### src/include/dcache_consts.svh
////////////////////
// sizing constants for the data cache memories
// ports, ways, banks, field widths and set count
////////////////////

`ifndef DCACHE_CONSTS_SVH
`define DCACHE_CONSTS_SVH

// read ports into the arrays
`define DCACHE_NUM_PORTS 3

// associativity
`define DCACHE_WAYS 2

// 64-bit words per line with one bank each
`define DCACHE_NUM_BANKS 4

// address fields
`define DCACHE_TAG_W 12
`define DCACHE_IDX_W 6
`define DCACHE_OFF_W 5

`define DCACHE_NUM_SETS 64
`define DCACHE_WORD_W 64

`endif
### src/design/dcache_pkg.sv
////////////////////
// field types and bank operation codes of the data cache memories
////////////////////

package dcache_pkg;

    `include "dcache_consts.svh"

    // address fields
    typedef logic [`DCACHE_TAG_W-1:0] tag_t;
    typedef logic [`DCACHE_IDX_W-1:0] idx_t;
    typedef logic [`DCACHE_OFF_W-1:0] off_t;

    // word offset within a line, which doubles as the bank number
    typedef logic [$clog2(`DCACHE_NUM_BANKS)-1:0] bank_sel_t;

    // per way and per port vectors
    typedef logic [`DCACHE_WAYS-1:0]               way_vec_t;
    typedef logic [`DCACHE_NUM_PORTS-1:0]          port_vec_t;
    typedef logic [$clog2(`DCACHE_NUM_PORTS)-1:0]  port_idx_t;

    // data words and lines
    typedef logic [`DCACHE_WORD_W-1:0]   word_t;
    typedef logic [`DCACHE_WORD_W/8-1:0] word_be_t;

    typedef logic [`DCACHE_NUM_BANKS*`DCACHE_WORD_W-1:0]   line_t;
    typedef logic [`DCACHE_NUM_BANKS*`DCACHE_WORD_W/8-1:0] line_be_t;

    // what a data bank does in a cycle
    typedef enum logic [1:0] {
        BANK_IDLE,
        BANK_READ,
        BANK_WRITE
    } bank_op_e;

endpackage

### src/design/dcache_rr_arbiter.sv
////////////////////
// read-port arbiter with priority masking and round-robin pointer
////////////////////

`timescale 1ns/1ps

`include "dcache_consts.svh"

module dcache_rr_arbiter (
    input  logic                  clk_i,
    input  logic                  rst_ni,
    input  logic                  en_i,
    input  dcache_pkg::port_vec_t req_i,
    input  dcache_pkg::port_vec_t prio_i,
    output dcache_pkg::port_vec_t ack_o,
    output logic                  gnt_o,
    output dcache_pkg::port_idx_t gnt_idx_o
);
    import dcache_pkg::*;

    port_vec_t req_prio;
    port_vec_t req_masked;
    port_idx_t ptr_q;
    port_idx_t ptr_d;

    // high priority requests shut out all low priority ones
    assign req_prio   = req_i & prio_i;
    assign req_masked = (|req_prio) ? req_prio : req_i;

    // first competing port at or after the pointer in cyclic order
    always_comb begin : p_pick
        int unsigned cand;
        gnt_o     = 1'b0;
        gnt_idx_o = '0;
        for (int unsigned i = 0; i < `DCACHE_NUM_PORTS; i++) begin
            cand = (int'(ptr_q) + i) % `DCACHE_NUM_PORTS;
            if (!gnt_o && en_i && req_masked[cand]) begin
                gnt_o     = 1'b1;
                gnt_idx_o = port_idx_t'(cand);
            end
        end
    end

    always_comb begin : p_ack
        ack_o = '0;
        if (gnt_o) begin
            ack_o[gnt_idx_o] = 1'b1;
        end
    end

    // pointer moves past the winner
    assign ptr_d = (gnt_idx_o == port_idx_t'(`DCACHE_NUM_PORTS - 1)) ?
                   '0 : gnt_idx_o + 1'b1;

    always_ff @(posedge clk_i or negedge rst_ni) begin : p_ptr
        if (!rst_ni) begin
            ptr_q <= '0;
        end else if (gnt_o) begin
            ptr_q <= ptr_d;
        end
    end

endmodule

### config.mk
export PLATFORM = sky130hd
export DESIGN_NAME = dcache_rr_arbiter
export DESIGN_NICKNAME = d
export VERILOG_FILES = /design/src/design/dcache_pkg.sv /design/src/design/dcache_rr_arbiter.sv
export VERILOG_INCLUDE_DIRS = /design/src /design/src/include
export SDC_FILE = /design/constraint.sdc
export NUM_CORES = 1
export LEC_CHECK = 0
export BUFFER_PORTS_ARGS = -buffer_cell sky130_fd_sc_hd__buf_2
export CAP_MARGIN = 40
export CORE_AREA = 4 4 41 43
export DETAILED_ROUTE_END_ITERATION = 8
export DIE_AREA = 0 0 45 47
export GPL_TIMING_DRIVEN = 0
export HOLD_SLACK_MARGIN = 0.03
export PLACE_DENSITY = 0.57
export SETUP_SLACK_MARGIN = 0.3
export SYNTH_ARGS = -nofsm -noshare
export SYNTH_HDL_FRONTEND = slang
export SYNTH_SLANG_ARGS = --single-unit
### constraint.sdc
create_clock -name clk_i -period 3.3 [get_ports clk_i]
set_clock_uncertainty 0.2 [all_clocks]
set_input_delay 0.33 -clock clk_i [delete_from_list [all_inputs] [get_ports clk_i]]
set_output_delay 0.33 -clock clk_i [all_outputs]
set_load 0.01 [all_outputs]
==> results.cfg <==
[run_status]
status = completed

[floorplanning]
die_w_um = 45
core-area_mm2 = 0.00130
io-pin-count = 15
dieArea_mm2 = 0.00212
die_h_um = 47
row_count = 13
initial_core_util = 0.333

[grt]
grt_overflow_total = 0
gr-usage-met3 = 0.0268
grt_pass1_wl_um = 1720
grt_use_met1 = 0.149
antenna_found_initial = 0
use_met2 = 0.161
grt_pass1_vias = 412
grt_max_degree = 11
top_usage_layer = met2
grt_usage = 0.110

[sta]
min_period_over_period = 0.732
worst_hold_slack_ns = 0.223
slew_violations = 0
tightest_slew_ns = 0.321
rsz0062_at_grt = false
fin_crit_ns = 2.42
fin_ws_ns = 0.883
relSlewSlack = 0.786
setup-violations-final = 0
final_hold_viol_count = 0
fin_tns_setup_ns = 0
fmax_ghz = 0.414

[routing]
num_vias = 448
wl_um = 993
firstDrtPassIters = 4
viasPerCell = 5.21
post_drt_wl_per_cell_um = 11.5
drc = 0
detail-route-antenna-nets = 0
dr.first_iter.drc_count = 9

[critical_path]
cp.required_ns = 2.77
rr_worst_depth = 7
r2r-start = ptr_q[0]
critPathKind = register to output port
path_max_fanout = 10
cpPeakStageDelay_ns = 0.35
cp.arrival_ns = 1.89
regToRegSetupSlack_ns = 1.40
r2r-end = ptr_q[0]
critPathSlowestCell = dfrtp_1
crit_chain = inv_1 -> ha_1 -> clkbuf_8 -> nand2_1 -> a21boi_2 -> nor4_4 -> and2_4 -> buf_2
critPathCaptureType = output port
worst_setup_path_start_kind = register

[logic_synthesis]
yosysTopAreaCell = dfrtp_1
synth-async-reset-ratio = 1.00
post_synth.cell_area_avg_um2 = 8.17
synth_edf_count = 0
synth_xor_xnor_area_share = 0
synth_fa_ha_area_frac = 0.0809
yosys_warnings = 0
ys_top_cells_by_area = dfrtp_1, clkbuf_8, a22oi_1
syn_area_um2 = 433
ys_types = 27
synth_compound_area_frac = 0.373
yosys.area_share.simple = 0.277
ys_seq_area_frac = 0.116
ys_ff_latch = 2
synth_top_family_by_area = compound AO/OA/AOI/OAI gates
synth_top_area_frac = 0.116
syn_inst = 53
synthFlopType = dfrtp_1
syn_nets = 64
synth_mux_area_frac = 0.0231

[power]
ir_worst_vdd_v = 0.000523
power.density_mw_per_mm2 = 844
power.leakage_nw = 0.255

[cts]
clock_latency_ns = 0.22
cts-root-buf = clkbuf_4
h-tree-depth = 1
cts_setup_buffers = 0
cts_buffers = 3
clock-sinks = 2
cts_max_path_buffers = 2
cts_tree = built
path_clk_slew_ns = 0.03

[final_layout]
largest-register = ptr_q
area_growth_syn_to_layout_pct = 28.0
stdcell_area_um2 = 554
largest_reg_flops = 2
fin_util = 0.426
drive_above_1_share = 0.380
nets = 84
reg_top3 = ptr_q (2)
diodes = 0

[placed_design]
postPlaceCellArea_um2 = 522
preCtsSetupSlack_ns = 1.08
gp_congestion = 0.724
dpl.hpwl_um = 772
numPortBuffers = 14

[job]
maxCapViolations = 0

[hold_path]
min_path_type = input port to async pin
power by group:
group          total (mW)  switching (mW)  internal (mW)
clock              0.0533          0.0133         0.0401
combinational       0.367           0.191          0.176
sequential         0.0477         0.00989         0.0379
routing by layer:
metal,share of wire,wire (um)
met1,0.52,515
met2,0.40,395
met3,0.083,82
met4,0,0
met5,0,0
cells by family (layout without fill, tap and decap cells):
logic type / Yosys count / after routing
compound gates: 23 / 23
simple gates: 17 / 17
buf+inv: 7 / 25
fa+ha+maj: 3 / 3
flops: 2 / 2
mux: 1 / 1
Yosys cell counts, types with 2 or more instances:
cell / count
o21a_1: 2
nand2_1: 3
nand3b_1: 2
dfrtp_1: 2
a21o_1: 2
a22oi_1: 4
o21ai_0: 2
a211oi_2: 2
o21ai_1: 3
a21oi_1: 5
ha_1: 2
clkbuf_8: 3
inv_1: 4
nor3_1: 4
placed cells by master (no fill, tap or decap), drive strengths merged:
cell | netlist | final
nor3b | 1 | 1
o21ai | 6 | 6
mux2i | 1 | 1
nor4 | 1 | 1
nand2 | 3 | 3
nand3 | 1 | 1
dlygate4sd3 | 0 | 1
a211oi | 2 | 2
maj3 | 1 | 1
clkbuf | 3 | 6
ha | 2 | 2
a21boi | 1 | 1
nor4b | 1 | 1
o21a | 2 | 2
nor2b | 1 | 1
nor3 | 5 | 5
dfrtp | 2 | 2
and2 | 2 | 2
buf | 0 | 14
nand3b | 2 | 2
a21o | 2 | 2
a21oi | 5 | 5
inv | 4 | 4
a22oi | 4 | 4
a31oi | 1 | 1
metrics by stage:
step / std cells / total power, mW
2_1_floorplan: 53 / 0.342
5_1_grt: 86 / 0.515
3_5_place_dp: 82 / 0.414
3_3_place_gp: 82 / 0.411
4_1_cts: 86 / 0.472
6_report: 86 / 0.468
how the worst max path moves through the flow:
stage	startpoint	endpoint	slack (ns)
3_5_place_dp	ptr_q[0]	ack_o[0]	1.08
4_1_cts	ptr_q[0]	ack_o[0]	0.84
3_3_place_gp	ptr_q[0]	ack_o[0]	1.08
5_1_grt	ptr_q[0]	ack_o[0]	0.73
6_report	ptr_q[0]	gnt_idx_o[0]	0.88
2_1_floorplan	ptr_q[0]	ack_o[0]	1.29
worst max-delay path: cells and delay by family, from the launching register on:
kind / cells / cell delay (ns)
DFF: 1 / 0.35
and+or+nand+nor: 3 / 0.61
buffers and inverters: 3 / 0.33
adders and majority gates: 1 / 0.29
AOI/OAI and AO/OA: 1 / 0.08
final cells by class:
type,count,area [um^2]
Inverter,4,15.0
Sequential cell,2,50.0
Clock buffer,3,22.5
Fill cell,143,747
Multi-Input combinational cell,44,327
Tap cell,15,18.8
Buffer,3,41.3
Timing Repair Buffer,15,80.1
repair_timing:
| item | in CTS | in global routing |
|---|---|---|
| gates resized for setup | 0 | 0 |
| hold endpoints to repair | 2 | 0 |
| hold buffers | 1 | 0 |
(Power assumes the default switching activity.)
