[config.mk]
export PLATFORM = sky130hd
export DESIGN_NAME = dcache_hit_select
export DESIGN_NICKNAME = d
export VERILOG_FILES = /design/src/design/dcache_pkg.sv /design/src/design/dcache_hit_select.sv
export VERILOG_INCLUDE_DIRS = /design/src /design/src/include
export SDC_FILE = /design/constraint.sdc
export NUM_CORES = 1
export LEC_CHECK = 0
export BUFFER_PORTS_ARGS = -buffer_cell sky130_fd_sc_hd__buf_2
export CORE_AREA = 2 2 239 241
export DETAILED_ROUTE_END_ITERATION = 8
export DIE_AREA = 0 0 241 243
export PLACE_DENSITY = 0.3
export SLEW_MARGIN = 20
export SYNTH_ARGS = -nofsm -noshare
export SYNTH_HDL_FRONTEND = slang
export SYNTH_SLANG_ARGS = --single-unit
[constraint.sdc]
create_clock -name vclk -period 2.45
set_input_delay 0 -clock vclk [all_inputs]
set_output_delay 0 -clock vclk [all_outputs]
set_load 0.05 [all_outputs]
[src/include/dcache_consts.svh]
////////////////////
// sizing constants for the data cache memories
// ports, ways, banks, field widths and set count
////////////////////

`ifndef DCACHE_CONSTS_SVH
`define DCACHE_CONSTS_SVH

// read ports into the arrays
`define DCACHE_NUM_PORTS 3

// associativity
`define DCACHE_WAYS 2

// 64-bit words per line with one bank each
`define DCACHE_NUM_BANKS 4

// address fields
`define DCACHE_TAG_W 12
`define DCACHE_IDX_W 6
`define DCACHE_OFF_W 5

`define DCACHE_NUM_SETS 64
`define DCACHE_WORD_W 64

`endif
[src/design/dcache_pkg.sv]
////////////////////
// field types and bank operation codes of the data cache memories
////////////////////

package dcache_pkg;

    `include "dcache_consts.svh"

    // address fields
    typedef logic [`DCACHE_TAG_W-1:0] tag_t;
    typedef logic [`DCACHE_IDX_W-1:0] idx_t;
    typedef logic [`DCACHE_OFF_W-1:0] off_t;

    // word offset within a line, which doubles as the bank number
    typedef logic [$clog2(`DCACHE_NUM_BANKS)-1:0] bank_sel_t;

    // per way and per port vectors
    typedef logic [`DCACHE_WAYS-1:0]               way_vec_t;
    typedef logic [`DCACHE_NUM_PORTS-1:0]          port_vec_t;
    typedef logic [$clog2(`DCACHE_NUM_PORTS)-1:0]  port_idx_t;

    // data words and lines
    typedef logic [`DCACHE_WORD_W-1:0]   word_t;
    typedef logic [`DCACHE_WORD_W/8-1:0] word_be_t;

    typedef logic [`DCACHE_NUM_BANKS*`DCACHE_WORD_W-1:0]   line_t;
    typedef logic [`DCACHE_NUM_BANKS*`DCACHE_WORD_W/8-1:0] line_be_t;

    // what a data bank does in a cycle
    typedef enum logic [1:0] {
        BANK_IDLE,
        BANK_READ,
        BANK_WRITE
    } bank_op_e;

endpackage

[src/design/dcache_hit_select.sv]
////////////////////
// tag compare, one-hot hit vector and read word mux
////////////////////

`timescale 1ns/1ps

`include "dcache_consts.svh"

module dcache_hit_select (
    input  logic                                  cmp_en_i,
    input  dcache_pkg::tag_t                      rd_tag_i,
    input  dcache_pkg::tag_t [`DCACHE_WAYS-1:0]   tag_i,
    input  dcache_pkg::way_vec_t                  vld_i,
    input  dcache_pkg::bank_sel_t                 bank_sel_i,
    input  dcache_pkg::word_t [`DCACHE_NUM_BANKS-1:0][`DCACHE_WAYS-1:0] bank_rdata_i,
    output dcache_pkg::way_vec_t                  hit_oh_o,
    output dcache_pkg::word_t                     rdata_o
);
    import dcache_pkg::*;

    localparam int unsigned WAY_IDX_W = (`DCACHE_WAYS > 1) ? $clog2(`DCACHE_WAYS) : 1;

    word_t [`DCACHE_WAYS-1:0] way_word;
    logic [WAY_IDX_W-1:0]     hit_idx;

    for (genvar w = 0; w < `DCACHE_WAYS; w++) begin : g_way
        // only a lookup from the previous cycle may hit
        assign hit_oh_o[w] = cmp_en_i & vld_i[w] & (tag_i[w] == rd_tag_i);
        assign way_word[w] = bank_rdata_i[bank_sel_i][w];
    end

    // lowest hitting way wins and way 0 is taken on a miss
    always_comb begin : p_hit_idx
        hit_idx = '0;
        for (int w = `DCACHE_WAYS - 1; w >= 0; w--) begin
            if (hit_oh_o[w]) begin
                hit_idx = WAY_IDX_W'(w);
            end
        end
    end

    assign rdata_o = way_word[hit_idx];

endmodule

==> results.txt, run 1 <==
- The number of antenna violations at the first check in global routing was 4.
- The critical path starts at rd_tag_i[0].
* Total routing resource utilization after global routing: 8.78%
- Summed over all nets, the switching power comes to 870 µW.
* Required arrival time at the worst endpoint: 2.45 ns
* Initial Util: 7.69%
- Number of hold-slack violations in the final timing report: 0
* Clock Power Share: 0%
- In this run the post-CTS setup repair buffer count came out at 0.
* Max Cap Viol: 0
* Post-synthesis average cell area: 16.5 µm²
- Setup repair after global routing left no endpoint under its margin.
- The area growth from synthesis to layout is 97.9%.
- The setup path with the least slack is of type primary input to output pin.
- Synthesized Nets: 814
- For the worst setup path, the data arrival time is 2.18 ns.
- Min Clock Period, post-route: 2.18 ns
- Min-Delay Startpoint: vld_i[1]
- Gates resized during post-CTS repair numbered 0.
* Final global-route overflow total: 0
- Fin crit share: 89.1%
- Slew at the pin closest to its max-slew limit: 0.544 ns
- Setup total negative slack on the finished layout was measured at 0 ns.
* Cell area reported after detailed placement: 8510 µm²
- Timing-limited maximum frequency: 458 MHz
- Count of clock buffers in the final design: 0
* Worst-path maximum fanout: 20
- Yosys Warn Count: 0
* Iteration-0 DRC Markers: 128
- At the end of the flow, the number of nets in the layout was 1430.
* Total half-perimeter wirelength after legalization and detailed placement: 25.6 mm
- Part of the total power dissipated in combinational logic: 100.0%
* Die Area: 58600 µm²
- Entering global routing, the biggest net connects 47 pins.
* Quantity of I/O buffers inserted on ports: 619
- Leak: 4.10 nW
- After routing the design area is 8520 µm².
- Via density per instance: 3.36
- Synthesis instantiated 14 different standard cells from the library.
- Number of standard cells in the layout, taps in and fillers out: 1633
- The internal portion of the total power is 908 µW.
* Power per cell area: 209 nW/µm²
- For this run, design rule violations remaining after detail routing come to 0.
- Layout cells sized above 1: 96.3%
- Dividing the detail-routed wire length by the instance count gives 17.3 µm.
- In this run the vertical extent of the chip is 243 µm.
* Fraction of the core area covered by cells at the end of the flow: 15.2%
- The via count of the first global-routing pass was 6121.
- Startpoint Class: primary input
* Setup-failing EPs final: 0
* Number of cells produced by synthesis: 261
- The number of hold buffers added after CTS was 0.
- Post-synthesis instance area: 4300 µm²
* Count of final max-slew check failures: 0
- The routed layout has 5490 vias.
* Fill cell count: 6464
- The first TritonRoute pass finished after 4 iterations.
- STA classifies the critical path endpoint as an output pin.
- Pin placement for this block handled 619 I/O pins.
- The sequential cells in the finished layout cover a total of 0 µm².
* Flop pwr share: 0%
- Min-Delay Path Class: primary input to output pin
* Sequential cells: 0
* Switching portion of total power: 48.9%
- Sequential share of the synthesized area: 0%
- Core area: 56000 µm²
* Routed wire length: 28.3 mm
- After layout, the design draws a total of 1.78 mW.
- The most critical setup path has its endpoint at rdata_o[1].
- Number of placed instances with taps included: 1631
- The floorplan has 87 rows.
- In this run the tightest slew margin relative to its limit is 63.7%.
- Maximum vdd ir drop: 0.0914 mV
* Global-route wire length before repair: 38.3 mm
- Summing all multi-input logic gate instances after layout gives 4140 µm².
- Once detail routing completed, the nets flagged for antenna violations numbered 0.
- Run status: finished clean
* Routability congestion estimate: 0.873
- Die X-Extent: 241 µm
## synthesized netlist by cell type
library cell	count	area (µm²)
xnor2_1	19	166
mux4_2	128	2880
buf_6	6	67.6
nand4_1	4	25.0
nor4_1	2	12.5
nand2_1	1	3.75
o41ai_4	1	27.5
nand3_1	2	10.0
buf_2	1	5.00
nor4_2	1	12.5
clkbuf_1	27	101
xor2_1	5	43.8
mux2_2	4	45.0
mux2_4	60	901
## power groups by stage
| stage | clock network [mW] | registers, mW | logic (mW) |
|---|---|---|---|
| finish | 0.000000109 | 0 | 1.78 |
| global route | 0.0000000545 | 0 | 1.89 |
| CTS | 0 | 0 | 1.81 |
| detailed placement | 0 | 0 | 1.80 |
| global placement | 0 | 0 | 1.80 |
| floorplan | 0 | 0 | 1.07 |
## layout by cell type (no fill, tap or decap), drive strengths merged
master | netlist | final
mux4 | 128 | 128
nor4 | 3 | 3
o41ai | 1 | 1
nand3 | 2 | 2
nand4 | 4 | 4
clkbuf | 27 | 1
buf | 7 | 647
xor2 | 5 | 5
xnor2 | 19 | 19
diode | 0 | 2
nand2 | 1 | 1
mux2 | 64 | 64
## final cells by class
| class | instances | area share, % |
|---|---|---|
| Tap cell | 756 | 11.1 |
| Multi-Input combinational cell | 227 | 48.6 |
| Antenna cell | 2 | 0.0588 |
| Timing Repair Buffer | 648 | 40.3 |
## worst min path at each step
stage	endpoint	slack (ns)	cells after the start
after global routing	hit_oh_o[1]	0.46	4
after floorplan	hit_oh_o[1]	0.19	2
after CTS	hit_oh_o[1]	0.44	4
after detailed placement	hit_oh_o[1]	0.44	4
final	hit_oh_o[1]	0.44	4
after global placement	hit_oh_o[1]	0.45	4
## layer usage
| layer | GRT usage [%] | vias up | wire length, µm |
|---|---|---|---|
| met1 | 9.47 | 2666 | 10100 |
| met4 | 0.871 | 2 | 321 |
| li1 | - | 2449 | - |
| met2 | 17.7 | 359 | 15100 |
| met5 | 0 | - | 13 |
| met3 | 1.80 | 14 | 2680 |
## kinds of logic (layout without fill, tap and decap cells)
kind of cell / Yosys count / count (layout) / synth area share (%)
muxes: 192 / 192 / 89.0
buffers and inverters: 34 / 648 / 4.04
xor gates and xnor gates: 24 / 24 / 4.88
and+or+nand+nor: 10 / 10 / 1.48
AOI/OAI and AO/OA: 1 / 1 / 0.640
other: 0 / 2 / 0
## metrics by stage
step                hold slack (ns)  setup WS (ns)
floorplan                     0.189         0.0304
global placement              0.447          0.129
detailed placement            0.441         0.0598
CTS                           0.443         0.0504
global route                  0.459         0.0734
finish                        0.440          0.267
## worst max-delay path: stages
cell and delay, ns:
buf_2 0.11, xor2_1 0.16, nor4_2 0.34, nand4_1 0.23
o41ai_4 0.34, buf_4 0.22, buf_12 0.19, mux2_2 0.36
buf_2 0.21
No activity file was read; power rests on OpenSTA's default activity.
==> inputs of run 2 (changes only) <==
--- a/config.mk
+++ b/config.mk
@@ -7,10 +7,12 @@
 export NUM_CORES = 1
 export LEC_CHECK = 0
 export BUFFER_PORTS_ARGS = -buffer_cell sky130_fd_sc_hd__buf_2
-export CORE_AREA = 2 2 239 241
+export CELL_PAD_IN_SITES_DETAIL_PLACEMENT = 1
+export CELL_PAD_IN_SITES_GLOBAL_PLACEMENT = 1
+export CORE_AREA = 2 2 240 242
 export DETAILED_ROUTE_END_ITERATION = 8
-export DIE_AREA = 0 0 241 243
-export PLACE_DENSITY = 0.3
+export DIE_AREA = 0 0 242 244
+export PLACE_DENSITY_LB_ADDON = 0.1
 export SLEW_MARGIN = 20
 export SYNTH_ARGS = -nofsm -noshare
 export SYNTH_HDL_FRONTEND = slang
==> results.txt, run 2 (same netlist as run 1, synthesis figures left out) <==
- Run status: finished clean
* Quantity of I/O buffers inserted on ports: 619
- The worst-case IR drop observed on VDD is 0.103 mV.
* Critical path class: primary input to output pin
- The die covers 59000 µm².
- Number of antenna violations at the first check in global routing: 14
- Count of standard-cell rows: 87
- Entering global routing, the biggest net connects 54 pins.
- Synth-to-Final Area Change: 97.8%
* Iteration-0 DRC Markers: 125
- Die X-Extent: 242 µm
* Total routing resource utilization after global routing: 10.7%
- Along the worst path, the maximum fanout reaches 16.
- The post-route netlist has 96.3% of its cells at a drive strength greater than 1.
* Via density per instance: 3.32
* Max Cap Viol: 0
- The first detailed-routing pass ran for 4 iterations.
- Setup repair after global routing left no endpoint under its margin.
* Number of nets in the layout: 1427
* Startpoint Class: primary input
- In this run the remaining antenna-violating nets after routing total 0.
- Final global-route overflow total: 0
- Counting both buffers and inverters, the worst setup path holds a total of 4.
* Count of final max-slew check failures: 0
- Required arrival time at the worst endpoint: 2.45 ns
- Summing all non-filler instances in the final layout gives an area of 8520 µm².
- Grouping stages by cell kind, the critical path spends the most delay in buffers and inverters.
- By instance count, the cell type seen most on the critical path is buf_2.
* Area taken by flip-flops and latches: 0 µm²
* Number of hold-slack violations in the final timing report: 0
- For this block, the via count after detailed routing is 5428.
* Number of I/O pins: 619
- Routed wire per std cell: 20.6 µm
- Cell area reported after detailed placement: 8500 µm²
- Min Clock Period, post-route: 2.17 ns
* Number of buffers inserted for hold repair after clock tree synthesis: 0
- The slowest stage of the critical path is the nor4_2 cell.
- Leaving out fill and tap cells, the most frequent cells in the layout are buf_2 (617), mux4_2 (128), mux2_4 (60), xnor2_1 (19), buf_4 (17).
- Leak: 4.09 nW
- At the end of routability-driven placement, the weighted congestion stood at 0.817.
* Sum Neg Setup Slack: 0 ns
* Timing-limited maximum frequency: 461 MHz
* Min-Delay Path Class: primary input to output pin
- Fill cell count: 6736
- Min Hold Slack: 0.515 ns
- The floorplan step set the die height to 244 µm.
- At the pin with the least slew margin, the transition time is 0.385 ns.
* Core area: 56200 µm²
* Number of global-route vias before repair: 6352
- Once detailed placement completed, the half-perimeter wirelength came to 31.2 mm.
- Crit path cell chain: buf_2, xor2_1, nor4_2, nand4_1, o41ai_4, buf_4, buf_12, mux2_4, buf_2
- Power per cell area: 208 nW/µm²
* Sequential cells: 0
- Arr. time, crit path: 2.17 ns
* Fin crit share: 88.6%
- Number of remaining DRC errors: 0
- After detailed routing, the total wire length is 33.6 mm.
- For this configuration, the core starts out at a cell density of 7.66%.
- Most common cell after layout, fill and taps aside: buf_2
- Global-route wire length before repair: 46.6 mm
- In the finished layout, the clock tree contains a buffer count of 0.
- The worst setup path is captured at an output pin.
- Normalized max-slew margin: 74.3%
* Setup-failing EPs final: 0
- Crit path largest cell delay: 0.34 ns
## run 2: cell types whose count changed in the layout (fill, tap and decap cells not counted), sizes merged
| cell | previous run | this run |
|---|---|---|
| buf | 647 | 644 |
| diode | 2 | 5 |
## run 2: routing by layer
metal	GRT usage [%]	vias to the layer above	share of wire [%]
met5	0	-	0.26
met4	0.272	14	0.045
met3	2.82	14	7.2
met2	21.8	278	57
met1	11.4	2675	36
li1	-	2447	-
## run 2: layout make-up
cell class,count,area [µm²],area share (%)
antenna,5,12.5,0.147
multi-input combinational,227,4140,48.6
tap,756,946,11.1
timing repair buffer,645,3420,40.2
## run 2: worst paths after layout
kind	from	endpoint	slack [ns]	cells after the start
max	rd_tag_i[0]	rdata_o[31]	0.28	9
min	vld_i[0]	hit_oh_o[0]	0.52	4
## run 2: stage by stage
step / cells / setup WS, ns / util [%] / total power, mW
final: 1633 / 0.280 / 15.2 / 1.77
after global routing: 1632 / 0.110 / 15.2 / 1.90
after CTS: 1628 / 0.0457 / 15.1 / 1.82
after detailed placement: 1628 / 0.0527 / 15.1 / 1.81
after global placement: 1628 / 0.105 / 15.1 / 1.81
after floorplan: 261 / 0.0304 / - / 1.07
## run 2: worst min-delay path: cells and delay by family
| family | cells | cell delay (ns) |
|---|---|---|
| buf+inv | 2 | 0.32 |
| simple gates | 2 | 0.19 |
## run 2: power by group
part | total (mW) | switching, mW | leakage [nW] | internal, mW
Sequential | 0 | 0 | 0 | 0
Combinational | 1.77 | 0.872 | 4.09 | 0.901
Clock | 0.000000274 | 0 | 0.0000317 | 0.000000273
Total | 1.77 | 0.872 | 4.09 | 0.901
## run 2: timing repair
item,4_1_cts,5_1_grt
resized for setup,0,0
setup buffers,0,0
endpoints found under the setup margin,0,19
