$ cat src/include/dcache_consts.svh
////////////////////
// sizing constants for the data cache memories
// ports, ways, banks, field widths and set count
////////////////////

`ifndef DCACHE_CONSTS_SVH
`define DCACHE_CONSTS_SVH

// read ports into the arrays
`define DCACHE_NUM_PORTS 3

// associativity
`define DCACHE_WAYS 2

// 64-bit words per line with one bank each
`define DCACHE_NUM_BANKS 4

// address fields
`define DCACHE_TAG_W 12
`define DCACHE_IDX_W 6
`define DCACHE_OFF_W 5

`define DCACHE_NUM_SETS 64
`define DCACHE_WORD_W 64

`endif
$ cat src/design/dcache_pkg.sv
////////////////////
// field types and bank operation codes of the data cache memories
////////////////////

package dcache_pkg;

    `include "dcache_consts.svh"

    // address fields
    typedef logic [`DCACHE_TAG_W-1:0] tag_t;
    typedef logic [`DCACHE_IDX_W-1:0] idx_t;
    typedef logic [`DCACHE_OFF_W-1:0] off_t;

    // word offset within a line, which doubles as the bank number
    typedef logic [$clog2(`DCACHE_NUM_BANKS)-1:0] bank_sel_t;

    // per way and per port vectors
    typedef logic [`DCACHE_WAYS-1:0]               way_vec_t;
    typedef logic [`DCACHE_NUM_PORTS-1:0]          port_vec_t;
    typedef logic [$clog2(`DCACHE_NUM_PORTS)-1:0]  port_idx_t;

    // data words and lines
    typedef logic [`DCACHE_WORD_W-1:0]   word_t;
    typedef logic [`DCACHE_WORD_W/8-1:0] word_be_t;

    typedef logic [`DCACHE_NUM_BANKS*`DCACHE_WORD_W-1:0]   line_t;
    typedef logic [`DCACHE_NUM_BANKS*`DCACHE_WORD_W/8-1:0] line_be_t;

    // what a data bank does in a cycle
    typedef enum logic [1:0] {
        BANK_IDLE,
        BANK_READ,
        BANK_WRITE
    } bank_op_e;

endpackage

$ cat src/design/dcache_bank_ctrl.sv
////////////////////
// bank and tag steering, word-write collision check and ack
// plus the registered lookup context
////////////////////

`timescale 1ns/1ps

`include "dcache_consts.svh"

module dcache_bank_ctrl (
    input  logic                                           clk_i,
    input  logic                                           rst_ni,
    input  logic                                           wr_cl_vld_i,
    input  dcache_pkg::way_vec_t                           wr_cl_we_i,
    input  dcache_pkg::idx_t                               wr_cl_idx_i,
    input  dcache_pkg::line_be_t                           wr_cl_be_i,
    input  logic                                           rd_gnt_i,
    input  dcache_pkg::port_idx_t                          rd_gnt_idx_i,
    input  dcache_pkg::idx_t [`DCACHE_NUM_PORTS-1:0]       rd_idx_i,
    input  dcache_pkg::off_t [`DCACHE_NUM_PORTS-1:0]       rd_off_i,
    input  dcache_pkg::port_vec_t                          rd_tag_only_i,
    input  dcache_pkg::way_vec_t                           wr_req_i,
    input  dcache_pkg::idx_t                               wr_idx_i,
    input  dcache_pkg::off_t                               wr_off_i,
    input  dcache_pkg::word_be_t                           wr_be_i,
    output logic                                           wr_ack_o,
    output dcache_pkg::bank_op_e [`DCACHE_NUM_BANKS-1:0]   bank_op_o,
    output dcache_pkg::idx_t [`DCACHE_NUM_BANKS-1:0]       bank_idx_o,
    output dcache_pkg::word_be_t [`DCACHE_NUM_BANKS-1:0][`DCACHE_WAYS-1:0] bank_be_o,
    output dcache_pkg::way_vec_t                           tag_req_o,
    output logic                                           tag_we_o,
    output dcache_pkg::idx_t                               tag_idx_o,
    output logic                                           cmp_en_o,
    output dcache_pkg::bank_sel_t                          rd_bank_q_o,
    output dcache_pkg::port_idx_t                          rd_port_q_o
);
    import dcache_pkg::*;

    localparam int unsigned WORD_BYTES = `DCACHE_WORD_W / 8;
    localparam int unsigned BYTE_OFF_W = $clog2(WORD_BYTES);

    bank_sel_t rd_bank;
    bank_sel_t wr_bank;
    logic      rd_data;
    logic      cl_write;
    logic      collision;

    // bank number is the word offset above the byte offset
    assign rd_bank = rd_off_i[rd_gnt_idx_i][`DCACHE_OFF_W-1:BYTE_OFF_W];
    assign wr_bank = wr_off_i[`DCACHE_OFF_W-1:BYTE_OFF_W];

    // tag-only reads leave the data banks alone
    assign rd_data   = rd_gnt_i & ~rd_tag_only_i[rd_gnt_idx_i];
    assign cl_write  = wr_cl_vld_i & (|wr_cl_we_i);
    assign collision = rd_data & (rd_bank == wr_bank);
    assign wr_ack_o  = (|wr_req_i) & ~wr_cl_vld_i & ~collision;

    ////////////////////
    // data bank steering
    ////////////////////

    always_comb begin : p_banks
        for (int k = 0; k < `DCACHE_NUM_BANKS; k++) begin
            bank_op_o[k]  = BANK_IDLE;
            bank_idx_o[k] = wr_idx_i;
            bank_be_o[k]  = '0;
            if (cl_write) begin
                // refill writes its slice of the line into every bank
                bank_op_o[k]  = BANK_WRITE;
                bank_idx_o[k] = wr_cl_idx_i;
                for (int w = 0; w < `DCACHE_WAYS; w++) begin
                    if (wr_cl_we_i[w]) begin
                        bank_be_o[k][w] = wr_cl_be_i[k*WORD_BYTES +: WORD_BYTES];
                    end
                end
            end else if (rd_data && (rd_bank == bank_sel_t'(k))) begin
                bank_op_o[k]  = BANK_READ;
                bank_idx_o[k] = rd_idx_i[rd_gnt_idx_i];
            end else if (wr_ack_o && (wr_bank == bank_sel_t'(k))) begin
                bank_op_o[k] = BANK_WRITE;
                for (int w = 0; w < `DCACHE_WAYS; w++) begin
                    bank_be_o[k][w] = wr_req_i[w] ? wr_be_i : '0;
                end
            end
        end
    end

    ////////////////////
    // tag array steering
    ////////////////////

    assign tag_we_o  = wr_cl_vld_i;
    assign tag_req_o = wr_cl_vld_i ? wr_cl_we_i : {`DCACHE_WAYS{rd_gnt_i}};
    assign tag_idx_o = wr_cl_vld_i ? wr_cl_idx_i : rd_idx_i[rd_gnt_idx_i];

    // lookup context for the compare one cycle later
    always_ff @(posedge clk_i or negedge rst_ni) begin : p_lookup
        if (!rst_ni) begin
            cmp_en_o    <= 1'b0;
            rd_bank_q_o <= '0;
            rd_port_q_o <= '0;
        end else begin
            cmp_en_o <= rd_gnt_i;
            if (rd_gnt_i) begin
                rd_bank_q_o <= rd_bank;
                rd_port_q_o <= rd_gnt_idx_i;
            end
        end
    end

endmodule

$ cat config.mk
export PLATFORM = sky130hd
export DESIGN_NAME = dcache_bank_ctrl
export DESIGN_NICKNAME = d
export VERILOG_FILES = /design/src/design/dcache_pkg.sv /design/src/design/dcache_bank_ctrl.sv
export VERILOG_INCLUDE_DIRS = /design/src /design/src/include
export SDC_FILE = /design/constraint.sdc
export NUM_CORES = 1
export LEC_CHECK = 0
export ABC_AREA = 1
export BUFFER_PORTS_ARGS = -buffer_cell sky130_fd_sc_hd__buf_4
export CORE_AREA = 5 5 84 86
export DETAILED_ROUTE_END_ITERATION = 8
export DIE_AREA = 0 0 89 91
export GPL_ROUTABILITY_DRIVEN = 0
export PLACE_DENSITY_LB_ADDON = 0.1
export SLEW_MARGIN = 20
export SYNTH_ARGS = -nofsm -noshare
export SYNTH_HDL_FRONTEND = slang
export SYNTH_SLANG_ARGS = --single-unit
$ cat constraint.sdc
create_clock -name clk_i -period 2.46 [get_ports clk_i]
set_input_delay 0.492 -clock clk_i [delete_from_list [all_inputs] [get_ports clk_i]]
set_output_delay 0.492 -clock clk_i [all_outputs]
set_load 0.02 [all_outputs]
==> results of run 1 <==
-- logic make-up after synthesis --
| family | Yosys count | synth area share [%] |
|---|---|---|
| flops | 5 | 5.453 |
| buf+inv | 75 | 14.99 |
| simple gates | 372 | 72.35 |
| compound gates | 31 | 7.197 |
-- power breakdown --
group	leakage [nW]	internal, W	switching [W]
registers	0.0602	0.0000901	0.00000358
logic	2.41	0.000387	0.000537
clock network	0.0228	0.000112	0.0000463
-- path summary, 6_finish.rpt --
path,from,end,slack (ns),cells past startpoint
setup / recovery,rd_gnt_idx_i[0],bank_be_o[61],0.08,13
setup reg to reg,rd_bank_q_o[1],rd_bank_q_o[1],1.81,2
max in group asynchronous,rst_ni,rd_port_q_o[0],2.29,1
min in group clk_i,rd_gnt_i,cmp_en_o,0.42,1
hold reg to reg,rd_port_q_o[0],rd_port_q_o[0],0.48,2
hold / removal,rst_ni,rd_bank_q_o[1],0.06,1
-- routing by layer --
| metal | global-route usage, % | up-vias | part of all wire [%] |
|---|---|---|---|
| met1 | 29.34 | 1735 | 34 |
| met5 | 0 | - | 0 |
| li1 | - | 1986 | - |
| met2 | 46.72 | 229 | 51 |
| met3 | 5.430 | 23 | 12 |
| met4 | 8.065 | 0 | 3.0 |
-- registers in the layout, indices dropped and copies added (netlist names) --
name and cells:
rd_bank_q_o 2, cmp_en_o 1, rd_port_q_o 2
-- cells in the mapped netlist --
cell / n / area (um2)
buf_4: 4 / 30.03
clkinv_1: 1 / 3.750
nor2_4: 2 / 22.52
buf_1: 2 / 7.510
inv_2: 2 / 7.510
buf_2: 8 / 40.04
a21oi_1: 11 / 55.05
inv_1: 34 / 127.6
clkbuf_1: 19 / 71.32
nand2_1: 223 / 837.1
a21boi_0: 1 / 7.510
nand3_2: 2 / 20.02
a31oi_1: 1 / 6.260
nand2_2: 4 / 25.02
a21oi_2: 1 / 8.760
o21ai_0: 13 / 65.06
nand4_1: 64 / 400.4
nand3_1: 42 / 210.2
o211ai_1: 1 / 7.510
nor2_2: 2 / 12.51
dfrtp_1: 5 / 125.1
nor2_1: 26 / 97.59
o21ai_1: 3 / 15.01
buf_6: 5 / 56.30
nor3_1: 7 / 35.03
-- what timing repair did --
item / CTS / global route
buffers inserted: 0 / 1
endpoints found under the hold margin: 0 / 0
endpoints found under the setup margin: 0 / 93
gates resized for setup: 0 / 10
-- per-stage QoR --
step	total power [W]	instance area, um2	cells	util (%)
2_1_floorplan	0.0005726	2295	483	-
3_3_place_gp	0.0009921	3935	749	63.42
3_5_place_dp	0.001002	3935	749	63.42
4_1_cts	0.001161	3980	753	64.15
5_1_grt	0.001256	4043	755	65.15
6_report	0.001175	4043	755	65.15
-- area by class of cell --
cell class                 count  area [um2]  share of cell area [%]
tap                           77       96.34                   2.383
timing repair buffer         229        1789                   44.26
multi-input combinational    403        1848                   45.71
inverter                      37       138.9                   3.435
sequential                     5       125.1                   3.095
clock buffer                   4       45.04                   1.114
==> impl_results.md, run 1 <==
* Fin Hold WS at just under 0.06 ns
* Slew headroom at between 70% and 80%
* Post-synthesis sequential area ratio at approximately 5.5%
* DR pass1 iterations at 6
* Worst setup EP type: primary output
* Die area at slightly above 8000 um2
* Clk sinks at 5
* Outcome: completed
* Chip height at 91 um
* Clk_skew at 0 ns
* Clock transition at path regs at 0.04 ns
* Most frequent cells in the layout: buf_4 (222), nand2_1 (221), nand4_1 (64)
* Core area at 6205 um2
* Fillers at 638
* CTS tree: done
* Detailed Route Iter0 Violations at between 150 and 200
* Post-place setup slack at around 0.028 ns
* Overflow left after global routing at 0
* Maximum clock insertion buffer count at 2
* Final setup TNS at 0 ns
* Mapped cell area at approximately 2300 um2
* Critical path data arrival time at roughly 1.9 ns
* Root Buffer Master: clkbuf_8
* Routed Antenna Nets at 0
* Worst setup SP type: primary input
* GRT Util Overall at 25.72%
* Crit path buf inv count at 4
* Power Density at 290.7 nW/um2
* Nets@finish at about 780
* Area delta synth->final at 76.17%
* Final worst setup slack at ~0.075 ns
* Yosys warning count at 0
* Tightest Pin Transition at between 0.4 and 0.5 ns
* Crit-path leading delay family: simple AND/OR/NAND/NOR gates
* Via density per instance at around 5.3
* Die X at around 89 um
* Final HPWL DP at 8.814 mm
* Commonest non-fill, non-tap cell in the layout: buf_4
* # DRC at 0
* Row count at 29
* Mapped Cells at 483
* Port buffer count at 201
* Share of cells above drive strength 1 at between 30% and 40%
* Post-Syn Nets at 586
* Hold Buf Count CTS at 0
* Htree depth at 1
* Leak Pwr at 2.495 nW
* Largest net degree at the start of global routing at 69
* Number of antenna violations at the first check in global routing at 0
* #FFs+latches synth at 5
* Period utilization at 96.94%
* Routed WL per cell at 14.94 um
* Setup Crit Path Kind: primary input to primary output
* Critical path required time at roughly 2.0 ns
* Max-slew violation count at 0
* Worst-path cell chain: buf_8 -> inv_2 -> nand2_1 -> nand3_2 -> nand2_2 -> nand2_1 -> nand2_1 -> nor2_1 -> nand2_2 -> clkbuf_16 -> nand4_1 -> nand2_1 -> buf_4
* CTS buffer count at 3
* Critical-path top delay cell: clkbuf_16
* CP max FO at 34
* Max-cap violations at 0
* First-pass GRT wire length at roughly 17 mm
* Post-Syn Area per Cell at around 4.8 um2
* ANT cells at 0
* Via Count at 3973
* CP most frequent cell: nand2_1
* Final hold violation count at 0
* Vias in the first global route at 3695
* Starting Density at between 30% and 40%
* Final worst path period need at between 2 and 2.5 ns
* Routed WL at about 11 mm
* Netlist cell types at 25
* Max VDD drop at approximately 0.18 mV
* Io pins at roughly 210
* HP Class: primary input to asynchronous set/reset pin
* Worst skew pair latency at roughly 0.23 ns
* Highest Clock Rate at roughly 420 MHz
* CP max stage delay at between 0.2 and 0.25 ns
* # setup viols final at 0
(Power assumes the default switching activity.)
==> run 2: changes to the inputs <==
- CELL_PAD_IN_SITES_DETAIL_PLACEMENT: unset -> 1
- CELL_PAD_IN_SITES_GLOBAL_PLACEMENT: unset -> 2
- CORE_AREA: 5 5 84 86 -> 5 5 130 132
- DIE_AREA: 0 0 89 91 -> 0 0 135 137
- SETUP_SLACK_MARGIN: unset -> 0.1
==> run 2 against run 1 <==
Net effect:
- combinational power grew 24%
- cell count is 22% higher
- largest cell class is now buffers
- cell area increased by 26%
==> impl_results.md, run 2 (synthesized netlist as in run 1, its figures left out) <==
* Regs by FF count: rd_bank_q_o (2), rd_port_q_o (2), cmp_en_o (1)
* Final core occ at 32.69% (-32 points)
* Vias in the first global route at 4245 (+15%)
* Max-slew violation count at 0 (unchanged)
* Fillers at 1970 (+210%)
* Worst skew pair latency at 0.23 ns (about the same)
* Core area at 15600 um2 (+150%)
* Maximum clock insertion buffer count at 2 (unchanged)
* Hold Buf Count CTS at 0 (unchanged)
* Share of cells above drive strength 1 at 42.55% (+5.7 points)
* Setup Crit Path Kind: primary input to primary output
* Highest Clock Rate at 428.4 MHz (+2.2%)
* Die X at 135 um (+52%)
* Area delta synth->final at 122.2%
* # setup viols final at 0 (unchanged)
* CP max stage delay at 0.16 ns (-0.07 ns)
* Nets@finish at 809 (+3.5%)
* Port buffer count at 201 (unchanged)
* R2R depth at 2 (unchanged)
* # DRC at 0 (unchanged)
* Via Count at 4082 (+2.7%)
* Row count at 46 (+59%)
* Number of antenna violations at the first check in global routing at 0 (unchanged)
* Clk_skew at 0 ns (unchanged)
* Overflow left after global routing at 0 (unchanged)
* DR pass1 iterations at 4 (-2)
* Final hold violation count at 0 (unchanged)
* Final worst path period need at 2.335 ns (-0.05022 ns)
* Critical path data arrival time at 1.84 ns (-0.05 ns)
* CTS buffer count at 3 (unchanged)
* Root Buffer Master: clkbuf_16
* Max-cap violations at 0 (unchanged)
* CP max FO at 7 (-79%)
* Chip height at 137 um (+51%)
* Die area at 18500 um2 (+130%)
* HP Class: primary input to asynchronous set/reset pin
* Tightest Pin Transition at 0.5291 ns (+0.08724 ns)
* Final setup TNS at 0 ns (unchanged)
* Clk sinks at 5 (unchanged)
* GRT Util Overall at 16.15% (-9.6 points)
* Htree depth at 1 (unchanged)
* Critical-path top delay cell: buf_12
* Worst setup EP type: primary output
* Worst setup SP type: primary input
* Final HPWL DP at 12.12 mm (+38%)
* Slew headroom at 64.51% (-5.9 points)
* Starting Density at 14.71% (-22 points)
* Period utilization at 94.90% (-2.0 points)
* Final Cell Area at 5099 um2 (+26%)
* Critical path required time at 1.97 ns (about the same)
* Power Density at 296.2 nW/um2 (+1.9%)
* Routed WL per cell at 17.67 um (+18%)
* Detailed Route Iter0 Violations at 185 (+12%)
* Commonest non-fill, non-tap cell in the layout: nand2_1
* Sequential Area at 125.1 um2 (unchanged)
* Dpl cell area at 4129 um2 (+4.9%)
* Worst-path cell chain: buf_8 -> inv_6 -> nor2_4 -> nand2_2 -> nand2_4 -> nor2_4 -> nor2_4 -> nand2_4 -> buf_12 -> clkbuf_16 -> nand4_1 -> nand2_1 -> buf_6
* Largest net degree at the start of global routing at 57 (-17%)
* Outcome: completed
* Area of the multi-input gates at 1983 um2 (+7.3%)
* Max VDD drop at 0.1366 mV (-22%)
* Via density per instance at 4.432 (-16%)
* ANT cells at 0 (unchanged)
* Io pins at 214 (unchanged)
* Routed WL at 16.27 mm (+44%)
* Leak Pwr at 2.841 nW (+14%)
* CP most frequent cell: nor2_4
* Clock transition at path regs at 0.04 ns (about the same)
* RSZ-0062 raised after global routing: true
* CTS tree: done
* First-pass GRT wire length at 23.92 mm (+39%)
* Routed Antenna Nets at 0 (unchanged)
* Most frequent cells in the layout: nand2_1 (211), buf_4 (158), buf_6 (81)
-- run 2: cell types whose count changed in the layout (fill, tap and decap cells not counted), sizes merged --
cell and change:
buf +21, clkbuf +5, bufbuf +1, clkinvlp +1, inv -1
-- run 2: critical path, delay by kind of cell --
| family | cells | cell delay, ns |
|---|---|---|
| buffers and inverters | 5 | 0.57 |
| AND/OR/NAND/NOR | 8 | 0.78 |
-- run 2: report_power, final --
group | internal, W | switching (W) | total, W | leakage (nW)
registers | 0.0000901 | 0.00000452 | 0.0000947 | 0.0602
logic | 0.000517 | 0.000627 | 0.00114 | 2.74
clock network | 0.000215 | 0.0000571 | 0.000272 | 0.0382
total | 0.000822 | 0.000688 | 0.00151 | 2.84
-- run 2: per-layer routing --
metal  up-vias  GRT usage, %  share of wire (%)
met2       133         29.63                 50
met5         -             0                  0
met1      1889         19.31                 40
li1       2052             -                  -
met3         8         4.154                8.6
met4         0         2.520                1.3
-- run 2: path summary, 6_finish.rpt --
| kind | end | slack [ns] | from |
|---|---|---|---|
| setup / recovery | bank_be_o[9] | 0.13 | rd_gnt_idx_i[1] |
| hold reg to reg | rd_port_q_o[1] | 0.51 | rd_port_q_o[1] |
| max in group asynchronous | rd_port_q_o[1] | 2.28 | rst_ni |
| setup reg to reg | rd_bank_q_o[0] | 1.77 | rd_bank_q_o[0] |
| hold / removal | rd_bank_q_o[1] | 0.07 | rst_ni |
| min in group clk_i | cmp_en_o | 0.43 | rd_gnt_i |
-- run 2: layout make-up --
| class | instances | area share (%) |
|---|---|---|
| clock buffer | 4 | 1.546 |
| inverter | 37 | 2.994 |
| multi-input combinational | 403 | 38.90 |
| sequential | 5 | 2.454 |
| tap | 216 | 5.301 |
| timing repair buffer | 256 | 48.81 |
-- run 2: timing repair --
| action | 4_1_cts | 5_1_grt |
|---|---|---|
| gates cloned | 4 | 6 |
| buffers inserted | 9 | 8 |
| setup endpoints to repair | 84 | 93 |
| resized for setup | 46 | 88 |
| pin swaps | 12 | 37 |
-- run 2: metrics by stage --
stage	setup slack (ns)	power [W]	hold WS, ns	std cells
floorplan	0.1756	0.0005733	0.1964	483
global placement	0.02782	0.001040	0.2998	890
detailed placement	-0.01856	0.001051	0.3055	890
CTS	0.09201	0.001414	0.06498	907
global route	-0.001628	0.001611	0.06815	921
finish	0.1255	0.001510	0.06667	921
